## config.mk

```make
export PLATFORM = sky130hd
export DESIGN_NAME = gpu
export DESIGN_NICKNAME = d
export VERILOG_FILES = /design/src/verilog/gbPkg.sv /design/src/verilog/gpu.sv /design/src/verilog/bgRenderer.sv /design/src/verilog/lcdRegs.sv
export SDC_FILE = /design/constraint.sdc
export NUM_CORES = 1
export LEC_CHECK = 0
export BUFFER_PORTS_ARGS = -buffer_cell sky130_fd_sc_hd__clkbuf_2
export CORE_MARGIN = 3
export CORE_UTILIZATION = 40
export CTS_BUF_LIST = sky130_fd_sc_hd__clkbuf_8
export CTS_CLUSTER_DIAMETER = 60
export DETAILED_ROUTE_END_ITERATION = 10
export SYNTH_ARGS = -nofsm -noshare
export SYNTH_HDL_FRONTEND = slang
export SYNTH_HIERARCHICAL = 1
export SYNTH_SLANG_ARGS = --single-unit
```

## constraint.sdc

```tcl
create_clock -name iClock -period 3.6 [get_ports iClock]
set_input_delay 0.18 -clock iClock [delete_from_list [all_inputs] [get_ports iClock]]
set_output_delay 0.18 -clock iClock [all_outputs]
set_load 0.1 [all_outputs]
```

## src/verilog/gbPkg.sv

```systemverilog
package gbPkg;

	// Bus and frame-buffer widths
	typedef logic [15:0] addrT;
	typedef logic [7:0]  byteT;
	typedef logic [3:0]  regSelT;
	typedef logic [15:0] fbWordT;
	typedef logic [15:0] fbAddrT;

	// LCD register offsets from 0xFF40
	localparam regSelT regLcdc = 4'd0;
	localparam regSelT regStat = 4'd1;
	localparam regSelT regScy  = 4'd2;
	localparam regSelT regScx  = 4'd3;
	localparam regSelT regLy   = 4'd4;
	localparam regSelT regLyc  = 4'd5;
	localparam regSelT regDma  = 4'd6;
	localparam regSelT regBgp  = 4'd7;
	localparam regSelT regObp0 = 4'd8;
	localparam regSelT regObp1 = 4'd9;
	localparam regSelT regWy   = 4'd10;
	localparam regSelT regWx   = 4'd11;

	typedef enum logic [2:0] {
		sIdle,
		sMap,
		sTileLo,
		sTileHi,
		sWrite,
		sHblank,
		sVblank
	} renderStateT;

endpackage
```

## src/verilog/gpu.sv

```systemverilog
module gpu import gbPkg::*; #(
	parameter int screenHeight = 144,
	parameter int vblankLines  = 10,
	parameter int hblankCycles = 40
) (
	input  logic   iClock,
	input  logic   rstN,
	input  regSelT regSelect,
	input  byteT   regWriteData,
	input  logic   regWe,
	output byteT   lcdc,
	output byteT   stat,
	output byteT   scy,
	output byteT   scx,
	output byteT   ly,
	output byteT   lyc,
	output byteT   dma,
	output byteT   bgp,
	output byteT   obp0,
	output byteT   obp1,
	output byteT   wy,
	output byteT   wx,
	output addrT   gpuAddr,
	output logic   gpuReadRequest,
	input  byteT   gpuReadData,
	output logic   frameBufferWe,
	output fbWordT frameBufferData,
	output fbAddrT frameBufferAddr
);

	logic       lineDone;
	logic [1:0] mode;

	lcdRegs #(
		.screenHeight(screenHeight),
		.vblankLines (vblankLines)
	) regs (
		.iClock      (iClock),
		.rstN        (rstN),
		.regSelect   (regSelect),
		.regWriteData(regWriteData),
		.regWe       (regWe),
		.lineDone    (lineDone),
		.mode        (mode),
		.lcdc        (lcdc),
		.stat        (stat),
		.scy         (scy),
		.scx         (scx),
		.ly          (ly),
		.lyc         (lyc),
		.dma         (dma),
		.bgp         (bgp),
		.obp0        (obp0),
		.obp1        (obp1),
		.wy          (wy),
		.wx          (wx)
	);

	bgRenderer #(
		.screenHeight(screenHeight),
		.hblankCycles(hblankCycles)
	) renderer (
		.iClock         (iClock),
		.rstN           (rstN),
		.lcdc           (lcdc),
		.scy            (scy),
		.bgp            (bgp),
		.ly             (ly),
		.gpuAddr        (gpuAddr),
		.gpuReadRequest (gpuReadRequest),
		.gpuReadData    (gpuReadData),
		.frameBufferWe  (frameBufferWe),
		.frameBufferData(frameBufferData),
		.frameBufferAddr(frameBufferAddr),
		.lineDone       (lineDone),
		.mode           (mode)
	);

endmodule

```

## src/verilog/bgRenderer.sv

```systemverilog
module bgRenderer import gbPkg::*; #(
	parameter int screenHeight = 144,
	parameter int hblankCycles = 40
) (
	input  logic       iClock,
	input  logic       rstN,
	input  byteT       lcdc,
	input  byteT       scy,
	input  byteT       bgp,
	input  byteT       ly,
	output addrT       gpuAddr,
	output logic       gpuReadRequest,
	input  byteT       gpuReadData,
	output logic       frameBufferWe,
	output fbWordT     frameBufferData,
	output fbAddrT     frameBufferAddr,
	output logic       lineDone,
	output logic [1:0] mode
);

	localparam int lineCycles = 80 + hblankCycles;
	localparam int countWidth = $clog2(lineCycles);
	localparam logic [4:0] lastGroup = 5'd19;
	localparam logic [countWidth-1:0] hblankLast = countWidth'(hblankCycles - 1);
	localparam logic [countWidth-1:0] vblankLast = countWidth'(lineCycles - 1);
	localparam byteT lastVisibleLine = byteT'(screenHeight - 1);
	localparam fbAddrT wordsPerLine = 16'd20;

	renderStateT           state;
	logic [4:0]            group;
	logic [countWidth-1:0] cycleCount;
	byteT                  tileIndex;
	byteT                  lowPlane;
	byteT                  lineSum;
	logic [4:0]            tileRow;
	logic [2:0]            fineRow;

	// Background line after vertical scroll, wrapping over the 256-line map
	assign lineSum = ly + scy;
	assign tileRow = lineSum[7:3];
	assign fineRow = lineSum[2:0];

	//////////////////////////////////////////////////
	// VRAM fetch

	// In sTileLo the map byte is on gpuReadData, in sTileHi the low plane is
	always_comb begin
		case (state)
			sMap:    gpuAddr = 16'h9800 + addrT'({tileRow, group});
			sTileLo: gpuAddr = 16'h8000 + addrT'({gpuReadData, fineRow, 1'b0});
			sTileHi: gpuAddr = 16'h8000 + addrT'({tileIndex, fineRow, 1'b1});
			default: gpuAddr = 16'h0000;
		endcase
	end

	assign gpuReadRequest = state inside {sMap, sTileLo, sTileHi};

	always_ff @(posedge iClock) begin
		if (state == sTileLo)
			tileIndex <= gpuReadData;
		if (state == sTileHi)
			lowPlane <= gpuReadData;
	end

	//////////////////////////////////////////////////
	// Pixel packing

	// Leftmost pixel is the MSB of each plane and lands in bits 1:0
	always_comb begin
		logic [1:0] color;
		for (int p = 0; p < 8; p++) begin
			color = {gpuReadData[7 - p], lowPlane[7 - p]};
			frameBufferData[2*p +: 2] = bgp[2*color +: 2];
		end
	end

	assign frameBufferWe   = state == sWrite;
	assign frameBufferAddr = fbAddrT'(ly) * wordsPerLine + fbAddrT'(group);

	assign lineDone = (state == sHblank && cycleCount == hblankLast) ||
		(state == sVblank && cycleCount == vblankLast);

	always_comb begin
		case (state)
			sMap, sTileLo, sTileHi, sWrite: mode = 2'd3;
			sVblank: mode = 2'd1;
			default: mode = 2'd0;
		endcase
	end

	//////////////////////////////////////////////////
	// Line sequencing

	always_ff @(posedge iClock or negedge rstN) begin
		if (!rstN) begin
			state      <= sIdle;
			group      <= 5'd0;
			cycleCount <= '0;
		end else if (!lcdc[7]) begin
			state      <= sIdle;
			group      <= 5'd0;
			cycleCount <= '0;
		end else begin
			case (state)
				sIdle:   state <= sMap;
				sMap:    state <= sTileLo;
				sTileLo: state <= sTileHi;
				sTileHi: state <= sWrite;
				sWrite: begin
					if (group == lastGroup) begin
						group      <= 5'd0;
						cycleCount <= '0;
						state      <= sHblank;
					end else begin
						group <= group + 5'd1;
						state <= sMap;
					end
				end
				sHblank: begin
					if (cycleCount == hblankLast) begin
						cycleCount <= '0;
						state      <= (ly == lastVisibleLine) ? sVblank : sMap;
					end else begin
						cycleCount <= cycleCount + 1'b1;
					end
				end
				sVblank: begin
					// LY wraps in the register bank, which ends the blank period
					if (ly == 8'd0) begin
						state <= sMap;
					end else if (cycleCount == vblankLast) begin
						cycleCount <= '0;
					end else begin
						cycleCount <= cycleCount + 1'b1;
					end
				end
				default: state <= sIdle;
			endcase
		end
	end

	writeOnVisibleLine: assert property (@(posedge iClock) disable iff (!rstN)
		frameBufferWe |-> ly <= lastVisibleLine)
		else $error("Frame buffer write on blank line %0d", ly);

endmodule

```

## src/verilog/lcdRegs.sv

```systemverilog
module lcdRegs import gbPkg::*; #(
	parameter int screenHeight = 144,
	parameter int vblankLines  = 10
) (
	input  logic       iClock,
	input  logic       rstN,
	input  regSelT     regSelect,
	input  byteT       regWriteData,
	input  logic       regWe,
	input  logic       lineDone,
	input  logic [1:0] mode,
	output byteT       lcdc,
	output byteT       stat,
	output byteT       scy,
	output byteT       scx,
	output byteT       ly,
	output byteT       lyc,
	output byteT       dma,
	output byteT       bgp,
	output byteT       obp0,
	output byteT       obp1,
	output byteT       wy,
	output byteT       wx
);

	localparam byteT lastLine = byteT'(screenHeight + vblankLines - 1);

	logic [3:0] statBits;
	logic       coincidence;

	assign coincidence = ly == lyc;

	// Bit 7 reads as zero, bits 2:0 come from the line timing
	assign stat = {1'b0, statBits, coincidence, mode};

	always_ff @(posedge iClock or negedge rstN) begin
		if (!rstN) begin
			lcdc     <= 8'h00;
			statBits <= 4'h0;
			scy      <= 8'h00;
			scx      <= 8'h00;
			ly       <= 8'h00;
			lyc      <= 8'h00;
			dma      <= 8'h00;
			bgp      <= 8'hFC;
			obp0     <= 8'h00;
			obp1     <= 8'h00;
			wy       <= 8'h00;
			wx       <= 8'h00;
		end else begin
			if (regWe) begin
				case (regSelect)
					regLcdc: lcdc     <= regWriteData;
					regStat: statBits <= regWriteData[6:3];
					regScy:  scy      <= regWriteData;
					regScx:  scx      <= regWriteData;
					// LY is driven by the line counter only
					regLy:   ;
					regLyc:  lyc      <= regWriteData;
					regDma:  dma      <= regWriteData;
					regBgp:  bgp      <= regWriteData;
					regObp0: obp0     <= regWriteData;
					regObp1: obp1     <= regWriteData;
					regWy:   wy       <= regWriteData;
					regWx:   wx       <= regWriteData;
					default: ;
				endcase
			end

			// Line counter holds at zero while the display is off
			if (!lcdc[7])
				ly <= 8'h00;
			else if (lineDone)
				ly <= (ly == lastLine) ? 8'h00 : ly + 8'd1;
		end
	end

endmodule

```

==> results.md <==
* Fin. max-slew vios at 0
* Clock sink count at 123
* Total gr overflow at 0
* Worst rel slew slack at 0.4032
* CP Buf/Inv Count at 1
* Met3 usage at 0.07069
* Status: complete, no violations
* Die height at 135.9 um
* Tcrit/Tclk final at 0.9413
* Worst Path Max Fanout at 12
* Peak supply drop at 0.6367 mV
* Int Power at 2.863 mW
* DRT Wirelength at 17800 um
* Combinational power share at 0.539
* Drt pass-1 iters at 5
* R2R Setup Slk at 0.98 ns
* Layout fillers at 1486
* Ratio of cells with drive above 1 in the final layout at 0.4662
* Crit path arrival time at 3.21 ns
* CTS Buf Count at 17
* CP delay by family, top: adder cells
* Sw Ratio at 0.5705
* HPWL after DPL at 12810 um
* Htree depth at 4
* Multi-input logic area at 3515 sq um
* CTS max path bufs at 2
* Fin util at 0.5157
* Worst EP required at 3.42 ns
* Post-synthesis sequential area ratio at 0.4687
* Via count at 5091
* Period minus WS final at 3.389 ns
* Number of synthesized flops with an enable pin at 16
* Type of the tightest min-delay check: input pin to register
* Cell count after synthesis at 555
* Ys Warns at 6
* Crit path depth at 9
* Post-DR wirelength/cell at 18.61 um
* Psw at 3.803 mW
* Flops & latches, synth at 123
* First-pass GRT wire length at 28230 um
* CP Capture Type: primary output
* Die area at 18480 sq um
* Final TNS setup at 0 ns
* Initial antenna violation count at 0
* PortBufs at 162
* Core ar. at 16230 sq um
* Critical path class: register to primary output
* # DRC at 0
* Total GRT Usage at 0.1973
* Ant. Diodes at 0
* Worst-skew pair later-pin latency at 0.43 ns
* Final hold viol count at 0
* TritonCTS clock tree: yes
* Worst clock skew at 0.01321 ns
* Post-Syn Area at 6754 sq um
* CTS root buffer: clkbuf_8
* Area Growth Syn to Fin at 23.93%
* Max incr delay on CP at 0.51 ns
* LEAKAGE at 3.886 nW
* CP Launch Type: register
* Reg area at 3172 sq um
* Met1 Track Usage GR at 0.2526
* Pwr dens at 796.3 nW/um^2
* I/O pins at 169
* CTS clk-pin slew, worst paths at 0.08 ns
* ANT nets after route at 0
* F_max at 295.1 MHz
* Initial Util at 0.4161
* Iter 0 DRT Violations at 202
* Most frequent cell on the critical path: ha_1
* Row cnt at 46
* Worst-Margin Slew at 0.8952 ns
* Placer congestion estimate at 0.8016
* Synth async-reset ratio at 0.8699
* R2r worst-path depth at 5
* Die width at 135.9 um
* Largest net degree at the start of global routing at 69
* Clk pwr share at 0.172
* RSZ-0062 raised after global routing: false
* Vias/cell at 5.325
* Nets at 779
* Top_reg_cell synth: dfrtp_1
* Finish-stage setup viols at 0
* Sequential Power Share at 0.289
* Syn_area_per_cell at 12.17 sq um
* Met2 Use GR at 0.3216
* Vias in the first global route at 5220
* Yosys cell types at 68
* Worst Hold Depth at 2
* CP cell instances: ha_1, ha_1, fa_2, a211oi_2, nor2_1, xor2_1, nand3b_1, o32ai_2, buf_12
* Max_cap viols at 0
* Crit-path slowest cell: dfrtp_2
* GR peak layer: met2
-- cell families (layout without fill, tap and decap cells) --
group                    Yosys count  after routing  share of synthesized area
AND/OR/NAND/NOR                  135            135                     0.1080
flip-flops                       123            123                     0.4687
multiplexers                     107            107                     0.2038
AO/OA/AOI/OAI                     88             88                    0.09263
buffers and inverters             43            224                    0.03242
adder cells (fa/ha/maj)           29             29                    0.05706
XOR/XNOR                          28             28                    0.03631
other                              2              6                   0.001112
-- worst register-to-register path, stage by stage, from the launching register on --
cell and delay, ns:
dfrtp_1 0.83, nor2b_1 0.60, o211ai_1 0.27, a31o_2 0.34
or2_1 0.25, o31ai_1 0.23
-- power groups by stage --
stage / clock network, mW / logic [mW] / registers [mW]
2_1_floorplan: 0 / 1.50 / 3.48
4_1_cts: 1.19 / 3.61 / 1.93
3_5_place_dp: 0 / 3.59 / 1.95
3_3_place_gp: 0 / 3.58 / 1.94
6_report: 1.15 / 3.59 / 1.93
5_1_grt: 1.26 / 3.70 / 1.97
-- synthesized netlist by cell type, types with 9 or more instances --
| cell | n | area, sq um |
|---|---|---|
| ha_1 | 26 | 325.3 |
| mux4_2 | 16 | 360.4 |
| xor2_1 | 9 | 78.83 |
| edfxtp_1 | 16 | 480.5 |
| dfrtp_1 | 101 | 2527 |
| buf_4 | 11 | 82.58 |
| nor2_1 | 31 | 116.4 |
| nor2b_1 | 14 | 87.58 |
| a21oi_1 | 19 | 95.09 |
| o21ai_0 | 15 | 75.07 |
| mux2_2 | 84 | 945.9 |
| xnor2_1 | 19 | 166.4 |
| nand2b_1 | 11 | 68.82 |
| inv_1 | 12 | 45.04 |
| nand2_1 | 24 | 90.09 |
-- cell type report --
| cell class | instances | area share |
|---|---|---|
| repair buffers | 180 | 0.1188 |
| flip-flops and latches | 123 | 0.3789 |
| multi-input cells | 393 | 0.4199 |
| clock buffers | 20 | 0.03288 |
| clock inverters | 12 | 0.01181 |
| inverters | 12 | 0.005381 |
| well taps | 216 | 0.03229 |
-- repair_timing --
item / CTS / global route
hold endpoints to repair: 75 / 0
pin swaps: 0 / 2
buffers inserted: 1 / 1
gates resized for setup: 2 / 7
setup endpoints to repair: 3 / 4
hold buffers: 9 / 0
-- routing by layer --
metal  vias to the layer above  share of wire
met1                      2538           0.42
met5                         -              0
met4                         0         0.0039
li1                       2381              -
met3                         4          0.078
met2                       168           0.49
-- cells in the final DEF, fill, tap and decap left out, types with 11 or more instances in the layout --
| cell | instances |
|---|---|
| nand2b_1 | 11 |
| mux4_2 | 16 |
| xnor2_1 | 13 |
| nor2b_1 | 14 |
| ha_1 | 26 |
| nand2_1 | 24 |
| clkbuf_2 | 157 |
| o21ai_0 | 15 |
| edfxtp_1 | 16 |
| dfrtp_1 | 96 |
| a21oi_1 | 18 |
| inv_1 | 15 |
| clkbuf_8 | 20 |
| nor2_1 | 31 |
| mux2_2 | 84 |
-- path summary, 6_finish.rpt --
| check | from | end |
|---|---|---|
| setup reg to reg | renderer/state[0] | renderer/cycleCount[6] |
| setup / recovery | regs/ly[3] | frameBufferAddr[12] |
| max in group asynchronous | rstN | regs/scx[0] |
| hold reg to reg | regs/dma[0] | regs/dma[0] |
| hold / removal | regWriteData[0] | regs/lyc[0] |
| min in group asynchronous | rstN | renderer/group[3] |
-- per-stage QoR --
stage          hold slack [ns]  cell area (sq um)  cells  power (mW)  setup WS [ns]
3_3_place_gp            0.3567               7853    913       5.518         0.4990
3_5_place_dp            0.3625               7853    913       5.548         0.4155
2_1_floorplan          -0.1156               6873    559       4.983        -0.5931
6_report                0.2097               8371    956       6.666         0.2114
4_1_cts                 0.1971               8333    955       6.727        0.04845
5_1_grt                 0.1925               8371    956       6.927        0.01720
Power figures use the tool's default switching activity.
