### src/verilog/gbPkg.sv
package gbPkg;

	// Bus and frame-buffer widths
	typedef logic [15:0] addrT;
	typedef logic [7:0]  byteT;
	typedef logic [3:0]  regSelT;
	typedef logic [15:0] fbWordT;
	typedef logic [15:0] fbAddrT;

	// LCD register offsets from 0xFF40
	localparam regSelT regLcdc = 4'd0;
	localparam regSelT regStat = 4'd1;
	localparam regSelT regScy  = 4'd2;
	localparam regSelT regScx  = 4'd3;
	localparam regSelT regLy   = 4'd4;
	localparam regSelT regLyc  = 4'd5;
	localparam regSelT regDma  = 4'd6;
	localparam regSelT regBgp  = 4'd7;
	localparam regSelT regObp0 = 4'd8;
	localparam regSelT regObp1 = 4'd9;
	localparam regSelT regWy   = 4'd10;
	localparam regSelT regWx   = 4'd11;

	typedef enum logic [2:0] {
		sIdle,
		sMap,
		sTileLo,
		sTileHi,
		sWrite,
		sHblank,
		sVblank
	} renderStateT;

endpackage
### src/verilog/mmu.sv
module mmu import gbPkg::*; (
	input  logic        iClock,
	input  logic        rstN,
	input  addrT        cpuAddr,
	input  logic        cpuWe,
	input  logic        cpuReadRequest,
	input  byteT        cpuWriteData,
	output byteT        cpuReadData,
	output logic [12:0] vramCpuAddr,
	output logic        vramCpuWe,
	output byteT        vramCpuWriteData,
	input  byteT        vramCpuReadData,
	output regSelT      regSelect,
	output byteT        regWriteData,
	output logic        regWe,
	input  byteT        lcdc,
	input  byteT        stat,
	input  byteT        scy,
	input  byteT        scx,
	input  byteT        ly,
	input  byteT        lyc,
	input  byteT        dma,
	input  byteT        bgp,
	input  byteT        obp0,
	input  byteT        obp1,
	input  byteT        wy,
	input  byteT        wx
);

	typedef enum logic [1:0] {
		regionVram,
		regionHram,
		regionLcd,
		regionNone
	} regionT;

	regionT     region;
	regionT     readRegion;
	logic       readPending;
	byteT       localData;
	byteT       regReadData;
	logic [6:0] hramIndex;
	byteT       hram [0:126];

	//////////////////////////////////////////////////
	// Address decode

	// 0xFFFF is the interrupt enable on the real part and stays unmapped here
	always_comb begin
		if (cpuAddr[15:13] == 3'b100)
			region = regionVram;
		else if (cpuAddr[15:7] == 9'h1FF && cpuAddr[6:0] != 7'h7F)
			region = regionHram;
		else if (cpuAddr[15:4] == 12'hFF4 && cpuAddr[3:0] <= regWx)
			region = regionLcd;
		else
			region = regionNone;
	end

	assign hramIndex        = cpuAddr[6:0];
	assign vramCpuAddr      = cpuAddr[12:0];
	assign vramCpuWe        = cpuWe && region == regionVram;
	assign vramCpuWriteData = cpuWriteData;
	assign regSelect        = cpuAddr[3:0];
	assign regWriteData     = cpuWriteData;
	assign regWe            = cpuWe && region == regionLcd;

	always_comb begin
		case (regSelect)
			regLcdc: regReadData = lcdc;
			regStat: regReadData = stat;
			regScy:  regReadData = scy;
			regScx:  regReadData = scx;
			regLy:   regReadData = ly;
			regLyc:  regReadData = lyc;
			regDma:  regReadData = dma;
			regBgp:  regReadData = bgp;
			regObp0: regReadData = obp0;
			regObp1: regReadData = obp1;
			regWy:   regReadData = wy;
			regWx:   regReadData = wx;
			default: regReadData = 8'hFF;
		endcase
	end

	//////////////////////////////////////////////////
	// Read path

	// Local sources are captured with the request, VRAM data arrives a cycle later
	always_ff @(posedge iClock) begin
		if (cpuWe && region == regionHram)
			hram[hramIndex] <= cpuWriteData;
		if (cpuReadRequest) begin
			case (region)
				regionHram: localData <= hram[hramIndex];
				regionLcd:  localData <= regReadData;
				default:    localData <= 8'hFF;
			endcase
		end
	end

	always_ff @(posedge iClock or negedge rstN) begin
		if (!rstN) begin
			readPending <= 1'b0;
			readRegion  <= regionNone;
			cpuReadData <= 8'hFF;
		end else begin
			readPending <= cpuReadRequest;
			if (cpuReadRequest)
				readRegion <= region;
			if (readPending)
				cpuReadData <= (readRegion == regionVram) ? vramCpuReadData : localData;
		end
	end

	noReadDuringWrite: assert property (@(posedge iClock) disable iff (!rstN)
		!(cpuWe && cpuReadRequest))
		else $error("CPU read and write requested together at %h", cpuAddr);

endmodule

### config.mk
export PLATFORM = sky130hd
export DESIGN_NAME = mmu
export DESIGN_NICKNAME = d
export VERILOG_FILES = /design/src/verilog/gbPkg.sv /design/src/verilog/mmu.sv
export SDC_FILE = /design/constraint.sdc
export NUM_CORES = 1
export LEC_CHECK = 0
export BUFFER_PORTS_ARGS = -buffer_cell sky130_fd_sc_hd__buf_4
export CAP_MARGIN = 10
export CORE_MARGIN = 4
export CORE_UTILIZATION = 61
export CTS_CLUSTER_SIZE = 12
export DETAILED_ROUTE_END_ITERATION = 8
export GPL_TIMING_DRIVEN = 0
export PLACE_DENSITY_LB_ADDON = 0.05
export RECOVER_POWER = 25
export REMOVE_ABC_BUFFERS = 1
export SLEW_MARGIN = 10
export SYNTH_ARGS = -nofsm -noshare
export SYNTH_HDL_FRONTEND = slang
export SYNTH_SLANG_ARGS = --single-unit
### constraint.sdc
create_clock -name iClock -period 3.1 [get_ports iClock]
set_clock_uncertainty 0.15 [all_clocks]
set_input_delay 0.31 -clock iClock [delete_from_list [all_inputs] [get_ports iClock]]
set_output_delay 0.31 -clock iClock [all_outputs]
set_load 0.05 [all_outputs]
==> metrics.md, run 1 <==
| Metric | Value |
|---|---|
| Ys Warns | `0` |
| Initial antenna violation count | `1` |
| Adder-cell share of the synthesized area | `0.000887` |
| FMAX | `303 MHz` |
| Worst-Skew Late Latency | `0.66 ns` |
| XOR/XNOR Fraction of Synth Area | `0` |
| Setup ws final | `-0.204 ns` |
| Simple-gate share of the synthesized area | `0.0368` |
| WL/cell | `34.0 um` |
| Fill count | `4117` |
| Iter 0 DRT Violations | `3020` |
| Most frequent cells in the layout | `1024 x edfxtp_1, 188 x mux4_2, 186 x buf_4` |
| Die area | `73600 um^2` |
| Total Routed Length | `113000 um` |
| Netlist cell types | `73` |
| CP max stage delay | `0.88 ns` |
| Hpwl dp | `63200 um` |
| Status | `finished, violations left` |
| Final Hold Vio Count | `0` |
| Clock buffer count from CTS | `103` |
| Pre-CTS setup slack | `-3.15 ns` |
| Hold path start | `cpuWriteData[4]` |
| Mapped Area | `42300 um^2` |
| Register area share after synthesis | `0.734` |
| I/O Buffers | `174` |
| Post-route cell area | `49100 um^2` |
| Kind of critical path | `primary input to register` |
| Ys flop type | `edfxtp_1` |
| Fin nets | `2466` |
| Crit end category | `register` |
| Fraction of synthesized area in multiplexers | `0.156` |
| Clock transition at the registers of the reported paths | `0.06 ns` |
| Gpl congestion | `0.830` |
| Critical path buffer and inverter count | `3` |
| Setup-failing EPs final | `18` |
| Synth-to-Final Area Change | `16.0%` |
| CP max stage cell | `nor4b_1` |
| RSZ-0062 raised after global routing | `true` |
| Total grt overflow | `0` |
| Synth Instances | `2129` |
| Total power | `28.8 mW` |
| Count of non-filler cells in the finished layout | `3323` |
| Cell Chain, Critical Path | `buf_16 -> buf_16 -> buf_16 -> mux4_2 -> mux2_2 -> o22ai_1 -> nor4b_1 -> o32ai_2 -> o311ai_1` |
| Reg area | `31000 um^2` |
| GRT Resource Usage Total | `0.303` |
| Final Util | `0.714` |
| Root buf cell | `clkbuf_16` |
| PD cells | `587 nW/um^2` |
| Die X | `271 um` |
| Compound-cell area share of the yosys netlist | `0.0405` |
| WP data required | `3.33 ns` |
| Leakage | `15.6 nW` |
| Cell mode on critical path | `buf_16` |
| Die Y | `271 um` |
| Hold slack final | `0.0286 ns` |
| Share of post-route cells with drive strength above 1 | `0.322` |
| First-pass DRT Iterations | `6` |
| Flops & latches, synth | `1035` |
| CP Launch Point | `cpuAddr[0]` |
| I/O pin cnt | `175` |
| Area of the multi-input gates | `11100 um^2` |
| Largest net degree at the start of global routing | `130` |
| Syn_area_per_cell | `19.9 um^2` |
| Row count | `96` |
| Antenna-violating nets left | `0` |
| Reg-to-Reg Start | `hram[105][1]` |
| Final setup TNS | `-1.17 ns` |
| Maximum clock path buffer count | `3` |
| Ys async rst share | `0.0106` |
| Critical path data arrival time | `3.54 ns` |
| First-pass GRT wire length | `159000 um` |
| Starting Density | `0.616` |
| Routed vias | `22700` |
| Post-synth EDFFs | `1024` |
| Period minus WS final | `3.30 ns` |
| Vias per inst | `6.84` |
| H-tree Lvls | `3` |
| Largest family of logic cells by synthesized area | `multiplexers` |
| Startpoint Class | `primary input` |
| Core Region | `68700 um^2` |
| Top delay family on crit path | `buffers and inverters` |
| # diodes | `0` |
| Placed insts | `3092` |
| Worst vdd ir | `0.655 mV` |
| CTS tree | `yes` |
| Failing checks | `max-capacitance violations, max-slew violations, negative setup slack` |
| Tcrit/Tclk final | `1.07` |
| Placed cell area | `44000 um^2` |
| Commonest non-fill, non-tap cell in the layout | `edfxtp_1` |
| Vias in the first global route | `22200` |
| Crit Path Max Fanout | `50` |
| Num Clock Sinks | `1035` |
| Worst-Margin Slew | `1.84 ns` |
| Max_slew headroom | `-0.227` |
| Min-Delay Path Class | `primary input to register` |
| Max-cap violations | `2` |
| Max Slew Vio Count | `114` |
| DRC Markers | `0` |
==> per-layer routing <==
metal  share of wire  GRT usage  vias up
met5         0.00011          0        -
met4           0.033     0.0985        2
met2            0.47      0.458     1345
met3            0.11     0.0712      219
li1                -          -     9222
met1            0.39      0.448    11900
==> state kept, by name, summed over array words and instances (netlist names) <==
name         cells
readPending      1
cpuReadData      8
readRegion       2
hram          1016
localData        8
==> synthesized netlist by cell type (all sizes together) (5+ instances only) <==
cell type / n / area [um^2]
mux2i: 77 / 771
nand3: 21 / 105
o22ai: 28 / 175
edfxtp: 1024 / 30700
a311oi: 6 / 52.6
buf: 122 / 1020
a31oi: 5 / 31.3
o31ai: 6 / 45.0
o221ai: 5 / 43.8
a32oi: 5 / 43.8
nor3: 17 / 85.1
a211o: 5 / 43.8
and3: 5 / 32.5
o21ai: 30 / 150
o211ai: 11 / 82.6
dfstp: 10 / 263
o311ai: 8 / 70.1
and2: 8 / 50.1
clkbuf: 41 / 314
a22oi: 34 / 255
mux4: 237 / 5520
nand2: 52 / 195
nor2: 165 / 622
nor2b: 29 / 181
nand2b: 10 / 62.6
nor4: 7 / 43.8
inv: 5 / 18.8
mux2: 27 / 304
a211oi: 25 / 188
a221oi: 9 / 85.1
a21oi: 38 / 190
==> logic make-up after synthesis <==
| logic type | after synthesis |
|---|---|
| compound gates | 243 |
| simple gates | 337 |
| fa+ha+maj | 3 |
| flops | 1035 |
| mux | 341 |
| buf+inv | 170 |
==> worst register-to-register path, cell delays in order, from the launching register on <==
cell	delay (ns)
edfxtp_1	0.40
mux4_1	0.63
mux4_2	0.50
nor2_1	0.39
a2111oi_0	0.14
a31oi_1	0.22
o311ai_2	0.18
==> area by class of cell <==
type / count / share of cell area
clock inverters: 25 / 0.00321
well taps: 931 / 0.0237
repair buffers: 260 / 0.0559
flip-flops and latches: 1035 / 0.633
clock buffers: 141 / 0.0578
inverters: 7 / 0.000816
multi-input cells: 924 / 0.226
==> where the power goes <==
group | switching, mW | internal (mW) | total [mW]
sequential | 0.0170 | 15.4 | 15.4
combinational | 1.29 | 0.742 | 2.03
clock | 4.95 | 6.39 | 11.3
total | 6.25 | 22.6 | 28.8
==> final timing paths <==
kind,end,slack (ns),cells after the start
min,hram[51][4],0.03,1
max,localData[3],-0.20,9
min reg2reg,cpuReadData[2],0.34,2
min in group asynchronous,cpuReadData[0],0.37,2
max reg2reg,localData[1],0.16,6
max in group asynchronous,readPending,1.88,3
==> what timing repair did <==
item	in CTS	in global routing
hold endpoints to repair	30	92
gates cloned	5	4
endpoints found under the setup margin	1026	657
gates resized for setup	261	31
buffers inserted	30	8
hold buffers	12	3
pin swaps	15	6
No activity file was read; power rests on OpenSTA's default activity.
==> run 2: changes to the inputs <==
- BUFFER_PORTS_ARGS: -buffer_cell sky130_fd_sc_hd__buf_4 -> default
- CORE_UTILIZATION: 61 -> 63
- DONT_BUFFER_PORTS: default -> 1
==> metrics.md, run 2 (synthesized netlist as in run 1, its figures left out) <==
| Metric | Value |
|---|---|
| Status | `finished, violations left` |
| Failing checks | `max-capacitance violations, max-slew violations, negative setup slack` |
| Starting Density | `0.639` |
| Worst vdd ir | `0.445 mV` |
| CTS tree | `yes` |
| Fin nets | `2271` |
| First-pass DRT Iterations | `5` |
| GRT Resource Usage Total | `0.304` |
| Hpwl dp | `59200 um` |
| Total grt overflow | `0` |
| Die Y | `267 um` |
| Clock transition at the registers of the reported paths | `0.06 ns` |
| Share of post-route cells with drive strength above 1 | `0.245` |
| Die area | `71400 um^2` |
| Placed insts | `2839` |
| Die X | `267 um` |
| I/O pin cnt | `175` |
| Fill count | `4057` |
| Combinational power share | `0.045` |
| Setup-failing EPs final | `105` |
| Setup ws final | `-0.131 ns` |
| Hold slack final | `0.0762 ns` |
| Post-route cell area | `46600 um^2` |
| Most frequent cells in the layout | `1024 x edfxtp_1, 188 x mux4_2, 104 x clkbuf_16` |
| Num Clock Sinks | `1035` |
| Max Slew Vio Count | `1024` |
| Count of non-filler cells in the finished layout | `3053` |
| Maximum clock path buffer count | `3` |
| Vias in the first global route | `21600` |
| Crit Path Max Fanout | `314` |
| Max_slew headroom | `-0.842` |
| Largest net degree at the start of global routing | `315` |
| Sequential group share of total power | `0.557` |
| Critical path data arrival time | `3.36 ns` |
| Biggest regs | `hram x1016, cpuReadData x8, localData x8` |
| WL met3 | `11000 um` |
| Worst R2R Path Depth | `6` |
| DR WL met2 | `50300 um` |
| Net Switching | `5.73 mW` |
| Total Routed Length | `107000 um` |
| PD cells | `598 nW/um^2` |
| Max-cap violations | `8` |
| Period minus WS final | `3.23 ns` |
| Iter 0 DRT Violations | `2793` |
| Initial antenna violation count | `3` |
| Largest Register | `hram` |
| Vias per inst | `7.09` |
| Clock buffer count from CTS | `102` |
| Kind of critical path | `primary input to register` |
| Antenna-violating nets left | `0` |
| Placed cell area | `42200 um^2` |
| I/O Buffers | `0` |
| Cells on Worst Hold Path | `3` |
| Pre-CTS setup slack | `-2.24 ns` |
| Reg2reg end | `localData[0]` |
| Clock power frac | `0.398` |
| Reg area | `31000 um^2` |
| Min-Delay Path Class | `primary input to register` |
| Worst-Margin Slew | `2.76 ns` |
| Routed vias | `21700` |
| Max FFs per register | `1016` |
| DRC Markers | `0` |
| R2r setup slk | `0.19 ns` |
| Row count | `94` |
| FMAX | `310 MHz` |
| Synth-to-Final Area Change | `10.1%` |
| Tcrit/Tclk final | `1.04` |
| Reg-to-Reg Start | `hram[73][0]` |
| Root buf cell | `clkbuf_16` |
| Hold path start | `cpuAddr[14]` |
| Gpl congestion | `0.833` |
| Cell Int Power | `22.1 mW` |
| Metal-1 WL | `41800 um` |
| Area of the multi-input gates | `10900 um^2` |
| Final Hold Vio Count | `0` |
| Leakage | `14.3 nW` |
| H-tree Lvls | `3` |
| WP data required | `3.23 ns` |
| RSZ-0062 raised after global routing | `true` |
| Top Metal Used | `met5` |
| Sw Ratio | `0.206` |
| WHS Endpoint | `readRegion[1]` |
| Core Region | `66200 um^2` |
| Worst-Skew Late Latency | `0.65 ns` |
| Commonest non-fill, non-tap cell in the layout | `edfxtp_1` |
| WL/cell | `35.1 um` |
| Crit end category | `register` |
| First-pass GRT wire length | `154000 um` |
| Startpoint Class | `primary input` |
run 2: cell count changes in the layout (fill, tap and decap cells not counted), moves of 8 or more:
cell and change:
buf_16 -16, buf_12 -9, buf_6 -8, clkbuf_1 -9
dlygate4sd3_1 +8, buf_4 -162
run 2: what timing repair did:
item,CTS,global route
endpoints found under the hold margin,1111,1
pin swaps,14,4
endpoints found under the setup margin,1019,572
setup buffers,24,2
gates resized for setup,233,13
hold buffers,30,1
run 2: power groups by stage:
stage	Combinational [mW]	Sequential (mW)	Clock [mW]
CTS	1.26	15.5	11.2
global route	1.30	15.5	11.8
global placement	0.912	15.8	0
finish	1.26	15.5	11.1
detailed placement	0.932	15.8	0
floorplan	0.621	15.8	0
run 2: layer usage:
metal | global-route usage | vias to the layer above
li1 | - | 8827
met1 | 0.450 | 11400
met2 | 0.460 | 1250
met3 | 0.0665 | 207
met4 | 0.107 | 4
met5 | 0 | -
run 2: area by class of cell:
type | instances | area share
Tap cell | 864 | 0.0232
Inverter | 7 | 0.000591
Timing Repair Buffer | 66 | 0.0139
Sequential cell | 1035 | 0.666
Multi-Input combinational cell | 924 | 0.234
Clock buffer | 131 | 0.0582
Antenna cell | 1 | 0.0000537
Clock inverter | 25 | 0.00344
run 2: worst max-delay path by stage:
stage	start	end	slack, ns	cells past startpoint
after floorplan	cpuAddr[5]	hram[72][0]	-0.23	9
after CTS	cpuAddr[5]	regWe	0.08	6
after detailed placement	cpuAddr[2]	hram[31][5]	-2.24	7
final	cpuAddr[0]	hram[79][0]	-0.13	8
after global placement	cpuAddr[3]	hram[72][2]	-2.70	4
after global routing	cpuAddr[0]	hram[8][3]	-0.07	10
run 2: worst max-delay path: stages:
cell and delay (ns):
nand3_4 0.43, o21a_1 0.16, a21oi_1 0.11, inv_1 0.16
ha_4 0.33, and2_4 0.39, nand3_2 0.41, nor2_2 0.64
run 2: per-stage QoR:
step / utilization / TNS, ns / power, mW
final: 0.704 / -7.65 / 27.9
after global placement: 0.635 / -2115.50 / 16.7
after CTS: 0.705 / 0 / 27.9
after global routing: 0.704 / -2.53 / 28.6
after floorplan: - / -3.68 / 16.4
after detailed placement: 0.638 / -1965.32 / 16.7
